## config.mk

```make
export PLATFORM = sky130hd
export DESIGN_NAME = stage_queue
export DESIGN_NICKNAME = d
export VERILOG_FILES = /design/src/design/stage_queue.sv
export SDC_FILE = /design/constraint.sdc
export NUM_CORES = 1
export LEC_CHECK = 0
export ABC_AREA = 1
export ABC_CLOCK_PERIOD_IN_PS = 1300
export BUFFER_PORTS_ARGS = -buffer_cell sky130_fd_sc_hd__buf_2
export CAP_MARGIN = 20
export CORE_AREA = 2 2 39 41
export DETAILED_ROUTE_END_ITERATION = 6
export DIE_AREA = 0 0 41 43
export PLACE_DENSITY_LB_ADDON = 0.05
export RECOVER_POWER = 50
export SLEW_MARGIN = 0
export SYNTH_ARGS = -nofsm -noshare
export SYNTH_HDL_FRONTEND = slang
export SYNTH_SLANG_ARGS = --single-unit
```

## constraint.sdc

```tcl
create_clock -name clk -period 1.3 [get_ports clk]
set_input_delay 0.13 -clock clk [delete_from_list [all_inputs] [get_ports clk]]
set_output_delay 0.13 -clock clk [all_outputs]
set_load 0.01 [all_outputs]
```

## src/design/stage_queue.sv

```systemverilog
`timescale 1ns/100ps
`default_nettype none

module stage_queue #(
    parameter type payload_t = logic
) (
    input  wire logic clk,
    input  wire logic arst_n,

    input  wire logic in_valid,
    output logic      in_ready,
    input  payload_t  in_data,

    output logic      out_valid,
    input  wire logic out_ready,
    output payload_t  out_data
);

    payload_t   slots [2];
    logic       wr_ptr;
    logic       rd_ptr;
    logic [1:0] count;
    logic       push;
    logic       pop;

    assign in_ready  = (count != 2'd2);
    assign out_valid = (count != 2'd0);
    assign out_data  = slots[rd_ptr];

    assign push = in_valid && in_ready;
    assign pop  = out_valid && out_ready;

    always_ff @(posedge clk) begin
        if (push) begin
            slots[wr_ptr] <= in_data;
        end
    end

    always_ff @(posedge clk or negedge arst_n) begin
        if (!arst_n) begin
            wr_ptr <= 1'b0;
            rd_ptr <= 1'b0;
            count  <= 2'd0;
        end else begin
            if (push) wr_ptr <= ~wr_ptr;
            if (pop) rd_ptr <= ~rd_ptr;
            if (push && !pop) count <= count + 2'd1;
            else if (pop && !push) count <= count - 2'd1;
        end
    end

endmodule

`default_nettype wire

```

==> results.yml <==
run_status:
  status: "finished clean"
logic_synthesis:
  ys_warn_count: 0
  synth_nets: 40
  synth_top_area_frac: 0.316
  syn_area_per_cell_sq_um: 9.31
  ys_seq_area_frac: 0.506
  synth_seq_cells: 6
  yosysTopAreaCell: "dfrtp_1"
  syn_inst: 34
  synth.area.top_cells: "dfrtp_1, edfxtp_1, nand2_1"
  syn_area_sq_um: 317
  synth_cell_types: 13
cells_and_area:
  most-common-layout-cells: "nand2_1, buf_2, inv_1, dfrtp_1, buf_4"
  finalNonFillerCells: 66
  final_common_cell: "nand2_1"
  diodes: 0
  fin_nets: 57
  syn2layout_area_growth_pct: 43.5
  drive_gt1_frac: 0.440
  utilization: 0.328
  stdcell_area_sq_um: 454
critical_path:
  crit_path_start_kind: "flip-flop"
  crit_arrival_ps: 1350
  worst-path-max-fanout: 3
  path_cells: "inv_2, nand2_2, nand2_4, ha_4, inv_2, nand3_1, nand2_1, nand2_1"
  critPathKind: "reg2reg"
  crit_buf_inv: 2
  cpMaxStageDelayCell: "dfrtp_1"
  cpPeakStageDelay_ps: 410
  cp_top_family: "flip-flops"
  cp.required_ps: 1420
  crit_path_end_kind: "flip-flop"
  reg2reg_slack_ps: 80
detailed_routing:
  drtIter0Drc: 8
  vias: 262
  drc_errors: 0
  antenna_left: 0
  wl_um: 594
  vias_per_cell: 3.97
  wl_per_cell_um: 9.00
  dr.pass1.iters: 4
timing:
  skew_ps: 5.13
  setup_viol: 0
  rsz0062_at_grt: "false"
  min_period_ps: 1220
  max_freq_mhz: 817
  period_share: 0.942
  slew_headroom: 0.838
  drv_slew: 0
  worstMarginPinSlew_ps: 243
  final_hold_viol_count: 0
floorplan:
  io_pins: 8
  rows: 14
  chipHeight_um: 43
  die_area_sq_mm: 0.00176
  start_util: 0.229
  design.core.area_sq_mm: 0.00138
  die_w_um: 41
global_route:
  grt_max_degree: 5
  grt_pass1_wl_um: 1030
  grt_antenna_before_repair: 0
  grt.overflow.total: 0
  track_usage: 0.0873
  grt_pass1_vias: 260
clock_tree:
  clkTransAtPathRegs_ps: 50
  cts_buffer_depth: 2
  cts_buffers: 3
  cts_sinks: 6
  clock-root-buffer: "clkbuf_4"
  htree_levels: 1
  clkLatencyLatePin_ps: 240
  cts_tree: "done"
min_path:
  hold_path_class: "in2reg"
pwr:
  power.density_mw_per_mm2: 2400
  switching_share: 0.390
  p_sw_mw: 0.424
  ir_worst_vdd_mv: 0.709
  seq_power_share: 0.307
  cellInternalPower_mw: 0.664
  clkPwrFrac: 0.168
  combPwrFrac: 0.526
  p_leak_nw: 0.233
place:
  dp_hpwl_um: 481
  numPortBuffers: 7
  place_area_sq_um: 394
  gp_congestion: 0.537
  placedCellCount: 60
flow_run:
  max_cap_viol_count: 0
registers in the layout, indices dropped and copies added (netlist names):
signal,flops
rd_ptr,1
count,2
slots,2
wr_ptr,1
layer usage:
metal	GRT usage	part of all wire	routed length, um
met3	0.0157	0.067	40
met1	0.117	0.43	256
met2	0.122	0.50	297
met4	0.0600	0	0
met5	0	0	0
stage by stage:
| step | power [mW] | worst slack [ps] | hold WS, ps | setup TNS (ps) |
|---|---|---|---|---|
| floorplan | 0.667 | 2.66 | -166 | 0 |
| global placement | 0.826 | 26.3 | -54.8 | 0 |
| detailed placement | 0.847 | -14.3 | -52.3 | -14.3 |
| CTS | 1.07 | 40.6 | 65.0 | 0 |
| global route | 1.20 | 12.3 | 66.0 | 0 |
| finish | 1.09 | 75.4 | 74.3 | 0 |
cells in the mapped netlist:
cell type,count
inv_1,5
xnor2_1,1
nand2_4,2
nand2_2,2
nand2_1,9
nor2_1,2
nand4_1,1
ha_1,1
inv_2,2
xor2_2,1
nand3_1,2
edfxtp_1,2
dfrtp_1,4
layout make-up:
type                    count  area, sq um
clock buffers               4         26.3
fillers                   146          930
inverters                   7         26.3
multi-input cells          21          148
flip-flops and latches      6          160
well taps                  16         20.0
repair buffers             12         73.8
repair_timing:
action | 4_1_cts | 5_1_grt
resized for setup | 1 | 2
buffers inserted | 0 | 1
endpoints found under the hold margin | 4 | 0
hold buffers | 1 | 0
pin swaps | 0 | 0
endpoints found under the setup margin | 1 | 1
cell families (layout without fill, tap and decap cells):
logic type,count (synthesis),after routing,synth area share
AND/OR/NAND/NOR,18,18,0.292
buffers and inverters,7,23,0.0830
flip-flops,6,6,0.506
XOR/XNOR,2,2,0.0791
adder cells (fa/ha/maj),1,1,0.0395
final timing paths:
path                           from        to  cells after the start
min in group asynchronous    arst_n    rd_ptr                      2
setup reg to reg           count[1]  count[1]                      8
max in group asynchronous    arst_n  count[1]                      2
setup / recovery           count[1]  count[1]                      8
hold / removal              in_data  slots[1]                      1
hold reg to reg              rd_ptr    rd_ptr                      2
power groups by stage:
| stage | logic, mW | clock network (mW) | registers (mW) |
|---|---|---|---|
| floorplan | 0.332 | 0 | 0.335 |
| global placement | 0.490 | 0 | 0.336 |
| detailed placement | 0.511 | 0 | 0.337 |
| CTS | 0.541 | 0.194 | 0.334 |
| global route | 0.653 | 0.204 | 0.342 |
| finish | 0.572 | 0.183 | 0.334 |
Power figures use the tool's default switching activity.
