<file path="config.mk">
export PLATFORM = sky130hd
export DESIGN_NAME = bus_master
export DESIGN_NICKNAME = d
export VERILOG_FILES = /design/src/design/bus_pkg.sv /design/src/design/bus_master.sv
export SDC_FILE = /design/constraint.sdc
export NUM_CORES = 1
export LEC_CHECK = 0
export CAP_MARGIN = 20
export CELL_PAD_IN_SITES_DETAIL_PLACEMENT = 0
export CELL_PAD_IN_SITES_GLOBAL_PLACEMENT = 2
export CORE_AREA = 2 2 187 152
export CTS_BUF_LIST = sky130_fd_sc_hd__clkbuf_8 sky130_fd_sc_hd__clkbuf_16
export DETAILED_ROUTE_END_ITERATION = 10
export DIE_AREA = 0 0 189 154
export DONT_BUFFER_PORTS = 1
export PLACE_DENSITY_LB_ADDON = 0.1
export SETUP_SLACK_MARGIN = 0.4
export SYNTH_ARGS = -nofsm -noshare
export SYNTH_HDL_FRONTEND = slang
export SYNTH_SLANG_ARGS = --single-unit
</file>
<file path="constraint.sdc">
create_clock -name clk -period 6.1 [get_ports clk]
set_clock_uncertainty 0.05 [all_clocks]
set_input_delay 0.305 -clock clk [delete_from_list [all_inputs] [get_ports clk]]
set_output_delay 0.305 -clock clk [all_outputs]
set_load 0.02 [all_outputs]
</file>
<file path="src/design/bus_pkg.sv">
`default_nettype none

package bus_pkg;

    localparam int ADDR_W            = 16;
    localparam int DATA_W            = 32;
    localparam int BURST_MAX         = 4;
    localparam int LEN_W             = $clog2(BURST_MAX);   // beats minus one
    localparam int MEM_WORDS         = 256;
    localparam int MEM_AW            = $clog2(MEM_WORDS);
    localparam int SLAVE_WAIT_CYCLES = 2;
    localparam int WAIT_W            = $clog2(SLAVE_WAIT_CYCLES + 1);
    localparam int N_MASTERS         = 2;
    localparam int MASTER_IDX_W      = $clog2(N_MASTERS);

    localparam logic [WAIT_W-1:0]       WAIT_INIT = WAIT_W'(SLAVE_WAIT_CYCLES);
    localparam logic [MASTER_IDX_W-1:0] LAST_INIT = MASTER_IDX_W'(N_MASTERS - 1);

    // 147 bits
    typedef struct packed {
        logic                             write;
        logic [ADDR_W-1:0]                addr;
        logic [LEN_W-1:0]                 len;
        logic [BURST_MAX-1:0][DATA_W-1:0] data;   // only len+1 words used on write
    } bus_cmd_t;

    typedef struct packed {
        logic                             write;
        logic [LEN_W-1:0]                 len;
        logic [BURST_MAX-1:0][DATA_W-1:0] data;   // zero past the burst and all zero on write
    } bus_rsp_t;

    typedef struct packed {
        logic              req;
        logic [DATA_W-1:0] data;         // address in address phase, else write word
        logic              we;
        logic [LEN_W-1:0]  len;
        logic              addr_phase;
    } bus_m2s_t;

    typedef struct packed {
        logic              slv_wait;
        logic [DATA_W-1:0] rdata;
    } bus_s2m_t;

endpackage

`default_nettype wire

</file>
<file path="src/design/bus_master.sv">
`timescale 1ns/100ps
`default_nettype none

module bus_master (
    input  wire logic              clk,
    input  wire logic              arst_n,

    input  wire logic              cmd_valid,
    output logic                   cmd_ready,
    input  bus_pkg::bus_cmd_t      cmd,

    output logic                   rsp_valid,
    input  wire logic              rsp_ready,
    output bus_pkg::bus_rsp_t      rsp,

    output bus_pkg::bus_m2s_t      m2s,
    input  wire logic              grant,
    input  bus_pkg::bus_s2m_t      s2m
);

    typedef enum logic [2:0] {
        ST_IDLE,
        ST_REQ,
        ST_ADDR,
        ST_WAIT,
        ST_DATA,
        ST_FINISH
    } state_t;

    state_t state_q;
    state_t state_d;

    bus_pkg::bus_cmd_t                                cmd_q;
    logic [bus_pkg::LEN_W-1:0]                        beat_q;
    logic [bus_pkg::BURST_MAX-1:0][bus_pkg::DATA_W-1:0] rd_q;
    logic                                             beat;
    logic                                             last_beat;

    // first beat can land in the wait state once wait drops
    assign beat      = (state_q == ST_DATA) || (state_q == ST_WAIT && !s2m.slv_wait);
    assign last_beat = beat && (beat_q == cmd_q.len);

    assign cmd_ready = (state_q == ST_IDLE);
    assign rsp_valid = (state_q == ST_FINISH);

    always_comb begin
        state_d = state_q;
        case (state_q)
            ST_IDLE: begin
                if (cmd_valid) state_d = ST_REQ;
            end
            ST_REQ: begin
                if (grant) state_d = ST_ADDR;
            end
            ST_ADDR: begin
                state_d = ST_WAIT;
            end
            ST_WAIT: begin
                if (!s2m.slv_wait) state_d = last_beat ? ST_FINISH : ST_DATA;
            end
            ST_DATA: begin
                if (last_beat) state_d = ST_FINISH;
            end
            ST_FINISH: begin
                if (rsp_ready) state_d = ST_IDLE;   // else hold grant until room
            end
            default: state_d = ST_IDLE;
        endcase
    end

    always_ff @(posedge clk or negedge arst_n) begin
        if (!arst_n) begin
            state_q <= ST_IDLE;
            beat_q  <= '0;
        end else begin
            state_q <= state_d;
            if (beat) beat_q <= last_beat ? '0 : beat_q + 1'b1;
        end
    end

    always_ff @(posedge clk) begin
        if (cmd_valid && cmd_ready) begin
            cmd_q <= cmd;
        end
        if (beat && !cmd_q.write) begin
            rd_q[beat_q] <= s2m.rdata;   // read word into its slot
        end
    end

    always_comb begin
        m2s            = '0;
        m2s.req        = (state_q == ST_REQ) || (state_q == ST_ADDR) ||
                         (state_q == ST_WAIT) || (state_q == ST_DATA) ||
                         (state_q == ST_FINISH && !rsp_ready);
        m2s.we         = cmd_q.write;
        m2s.len        = cmd_q.len;
        m2s.addr_phase = (state_q == ST_ADDR);
        if (state_q == ST_ADDR) begin
            m2s.data = {{(bus_pkg::DATA_W - bus_pkg::ADDR_W){1'b0}}, cmd_q.addr};
        end else begin
            m2s.data = cmd_q.data[beat_q];
        end
    end

    // one response per command with data masked to the burst
    always_comb begin
        rsp       = '0;
        rsp.write = cmd_q.write;
        rsp.len   = cmd_q.len;
        for (int i = 0; i < bus_pkg::BURST_MAX; i++) begin
            if (!cmd_q.write && i <= int'(cmd_q.len)) begin
                rsp.data[i] = rd_q[i];
            end
        end
    end

endmodule

`default_nettype wire

</file>
==> results.txt <==
Outcome - finished, final reports clean
Mapped Area - 10700 um2
Crit. End Element - register
Overflow after GRT - 0
All-Layer GR Usage - 17.2%
Io pins - 355
CTS sink count - 280
Max H-tree Level - 1
Die Span X - 189 um
Detail Route Antenna Nets - 0
Synth top area share - 76.9%
1st-iter DRT viols - 277
Worst-Margin Slew - 1.00 ns
Fmax - 314 MHz
Top post-synthesis cells by area - edfxtp_1 (77%), mux4_2 (5.0%), and2_1 (4.1%)
Final setup margin - 2.91 ns
Gp weighted congestion - 0.756
Peak per-stage delay on the critical path - 0.84 ns
CTS tree - done
DR DRC count - 0
RSZ-0062 raised after global routing - false
Clk_lat worst skew - 0.53 ns
IO buf count - 0
Hpwl dp - 15.5 mm
Setup CP Type - reg2reg
Antenna violations before repair - 0
WL/cell - 22.7 um
# nets final - 930
Core footprint - 27100 um2
Tightest Hold Check Type - in2reg
Clock-pin slew on the worst setup and hold paths - 0.06 ns
Starting Density - 39.6%
Row cnt - 54
Slew Limit Headroom - 33.1%
Final hold violation count - 0
Largest net degree at the start of global routing - 70
CTS resizes - 0
Pleak - 0.00474 uW
Total Wirelength - 25.6 mm
Post-synthesis sequential area ratio - 78.1%
WHS Path Cells - 2
Critical Path Source Type - register
Final min period - 3.19 ns
CTS buffer count - 28
Power density over the cells - 417 nW/um2
Vias in the first global route - 6085
Yosys warning count - 0
Critical Path AT - 3.32 ns
Slew Viols, Final - 0
Syn Area/Cell - 19.5 um2
Height of the chip - 154 um
Die ar. - 29100 um2
CP Cell Sequence - nor3_1 > and2_4 > buf_4
Synthesized flop and latch total - 280
Vias - 5625
Final setup fails - 0
Cells after synthesis - 551
Vias/cell - 5.00
First-pass detailed-route iteration total - 6
Bufs on Longest Clock Path - 3
Fraction of layout cells with a size suffix above 1 - 12.4%
Final worst-path cycle share - 52.2%
Dpl ws - 2.92 ns
First-pass GRT wire length - 37.8 mm
Max cap viols - 0
Synth unique cells - 31
Diode count - 0
Critical Path RT - 6.23 ns
Max VDD drop - 255 uV
Area grow syn2layout - 28.6%
Synth area leader - edfxtp_1
Setup TNS - 0 ns
Worst reg2reg path depth - 3
Syn_nets - 740
Crit-path slowest cell - and2_4
CTS Root Buffer Type - clkbuf_16
Largest fanout on the critical path - 69
## worst max-delay path, delay by kind of cell (launching register included)
family | cells | cell delay, ns
AND/OR/NAND/NOR | 2 | 1.59
flip-flops | 1 | 0.48
buffers and inverters | 1 | 0.60
## path summary, 6_finish.rpt
| check | to | from | slack (ns) |
|---|---|---|---|
| worst max-delay path | cmd_q[31] | state_q[0] | 2.91 |
| worst min-delay path | state_q[0] | s2m[32] | 0.06 |
| worst max register to register | cmd_q[31] | state_q[0] | 2.91 |
| worst min register to register | beat_q[0] | beat_q[0] | 0.57 |
| max in group asynchronous | beat_q[1] | arst_n | 5.20 |
| min in group asynchronous | state_q[2] | arst_n | 0.57 |
## cells in the final DEF, fill, tap and decap left out
cell           instances
nor2b_4                1
inv_1                 10
o21ai_0                4
or3b_1                 1
and2_4                 1
mux2_2                17
and2_2                 1
clkinv_2               3
xnor2_1                2
nand4bb_1              1
clkbuf_16             29
nor2b_1               49
ha_1                   4
o21bai_1               1
and2_1                68
clkinvlp_4             1
nand2b_1               1
buf_4                 11
bufinv_16              2
nand3b_1               2
clkinv_1               8
nand3_1                1
dlygate4sd3_1        185
and3_1                32
mux4_1                 8
a32o_1                 2
dfrtp_2                2
mux4_2                24
a22oi_1                2
nor2_2                 1
nor3_1                 1
dfrtp_1                3
nor2_1                 3
a21oi_1                2
edfxtp_1             275
nor3b_4                1
a22o_1                 1
a21bo_1                1
## metrics by stage
step	std cells	area (um2)	hold WS (ns)	util (%)	total power, uW
3_3_place_gp	890	11100	-0.0403	40.9	4060
5_1_grt	1125	13800	0.0449	50.9	6030
3_5_place_dp	890	11100	-0.0402	40.9	4080
2_1_floorplan	551	10700	-0.0406	-	3850
6_report	1125	13800	0.0552	50.9	5760
4_1_cts	1125	13800	0.0242	50.9	5840
## layer usage
| metal | global-route usage [%] | wire (um) | vias to the layer above |
|---|---|---|---|
| met5 | 0 | 0 | - |
| met4 | 3.98 | 493 | 0 |
| met3 | 5.87 | 2160 | 35 |
| met2 | 30.1 | 13200 | 234 |
| met1 | 20.6 | 9740 | 2877 |
| li1 | - | - | 2479 |
## state kept, by name, summed over array words and instances, names as in the netlist
signal,cells
state_q,3
rd_q,128
m2s,3
beat_q,2
cmd_q,144
## what timing repair did
action,CTS,global route
hold buffers,185,0
endpoints found under the hold margin,283,0
buffers inserted,0,0
## synthesized netlist by cell type
library cell and n:
nand3_1 1, buf_2 7, a22oi_1 2, nand2b_1 1, nor2_1 4, a32o_1 2
a21bo_1 1, and3_1 32, xnor2_1 2, mux4_1 8, o21ai_0 4, dfrtp_1 5
and2_1 70, ha_1 4, or3b_1 1, nand3b_1 2, clkbuf_1 18, inv_1 3
nand4bb_1 1, nor3b_4 1, mux2_2 17, edfxtp_1 275, buf_6 2, a22o_1 1
o21bai_1 1, buf_12 1, mux4_2 24, buf_4 8, nor2b_1 50, a21oi_1 2
nor3_1 1
## final cells by class
cell class	instances	area [um2]
clock buffer	29	726
clock inverter	21	139
fill	2229	13300
inverter	3	11.3
multi-input combinational	232	2150
sequential	280	8390
tap	364	455
timing repair buffer	196	1930
## power breakdown
part | leakage, uW | internal (uW) | switching, uW
sequential | 0.00258 | 2480 | 144
clock | 0.000447 | 935 | 689
combinational | 0.00172 | 539 | 974
## cells by family (layout without fill, tap and decap cells)
logic type / count (synthesis) / after routing / synth area share, %
DFF: 280 / 280 / 78.1
and+or+nand+nor: 164 / 164 / 9.65
muxes: 49 / 49 / 8.78
buffers and inverters: 39 / 249 / 2.02
AOI/OAI and AO/OA: 13 / 13 / 0.851
adders and majority gates: 4 / 4 / 0.466
xor gates and xnor gates: 2 / 2 / 0.163
(Power assumes the default switching activity.)
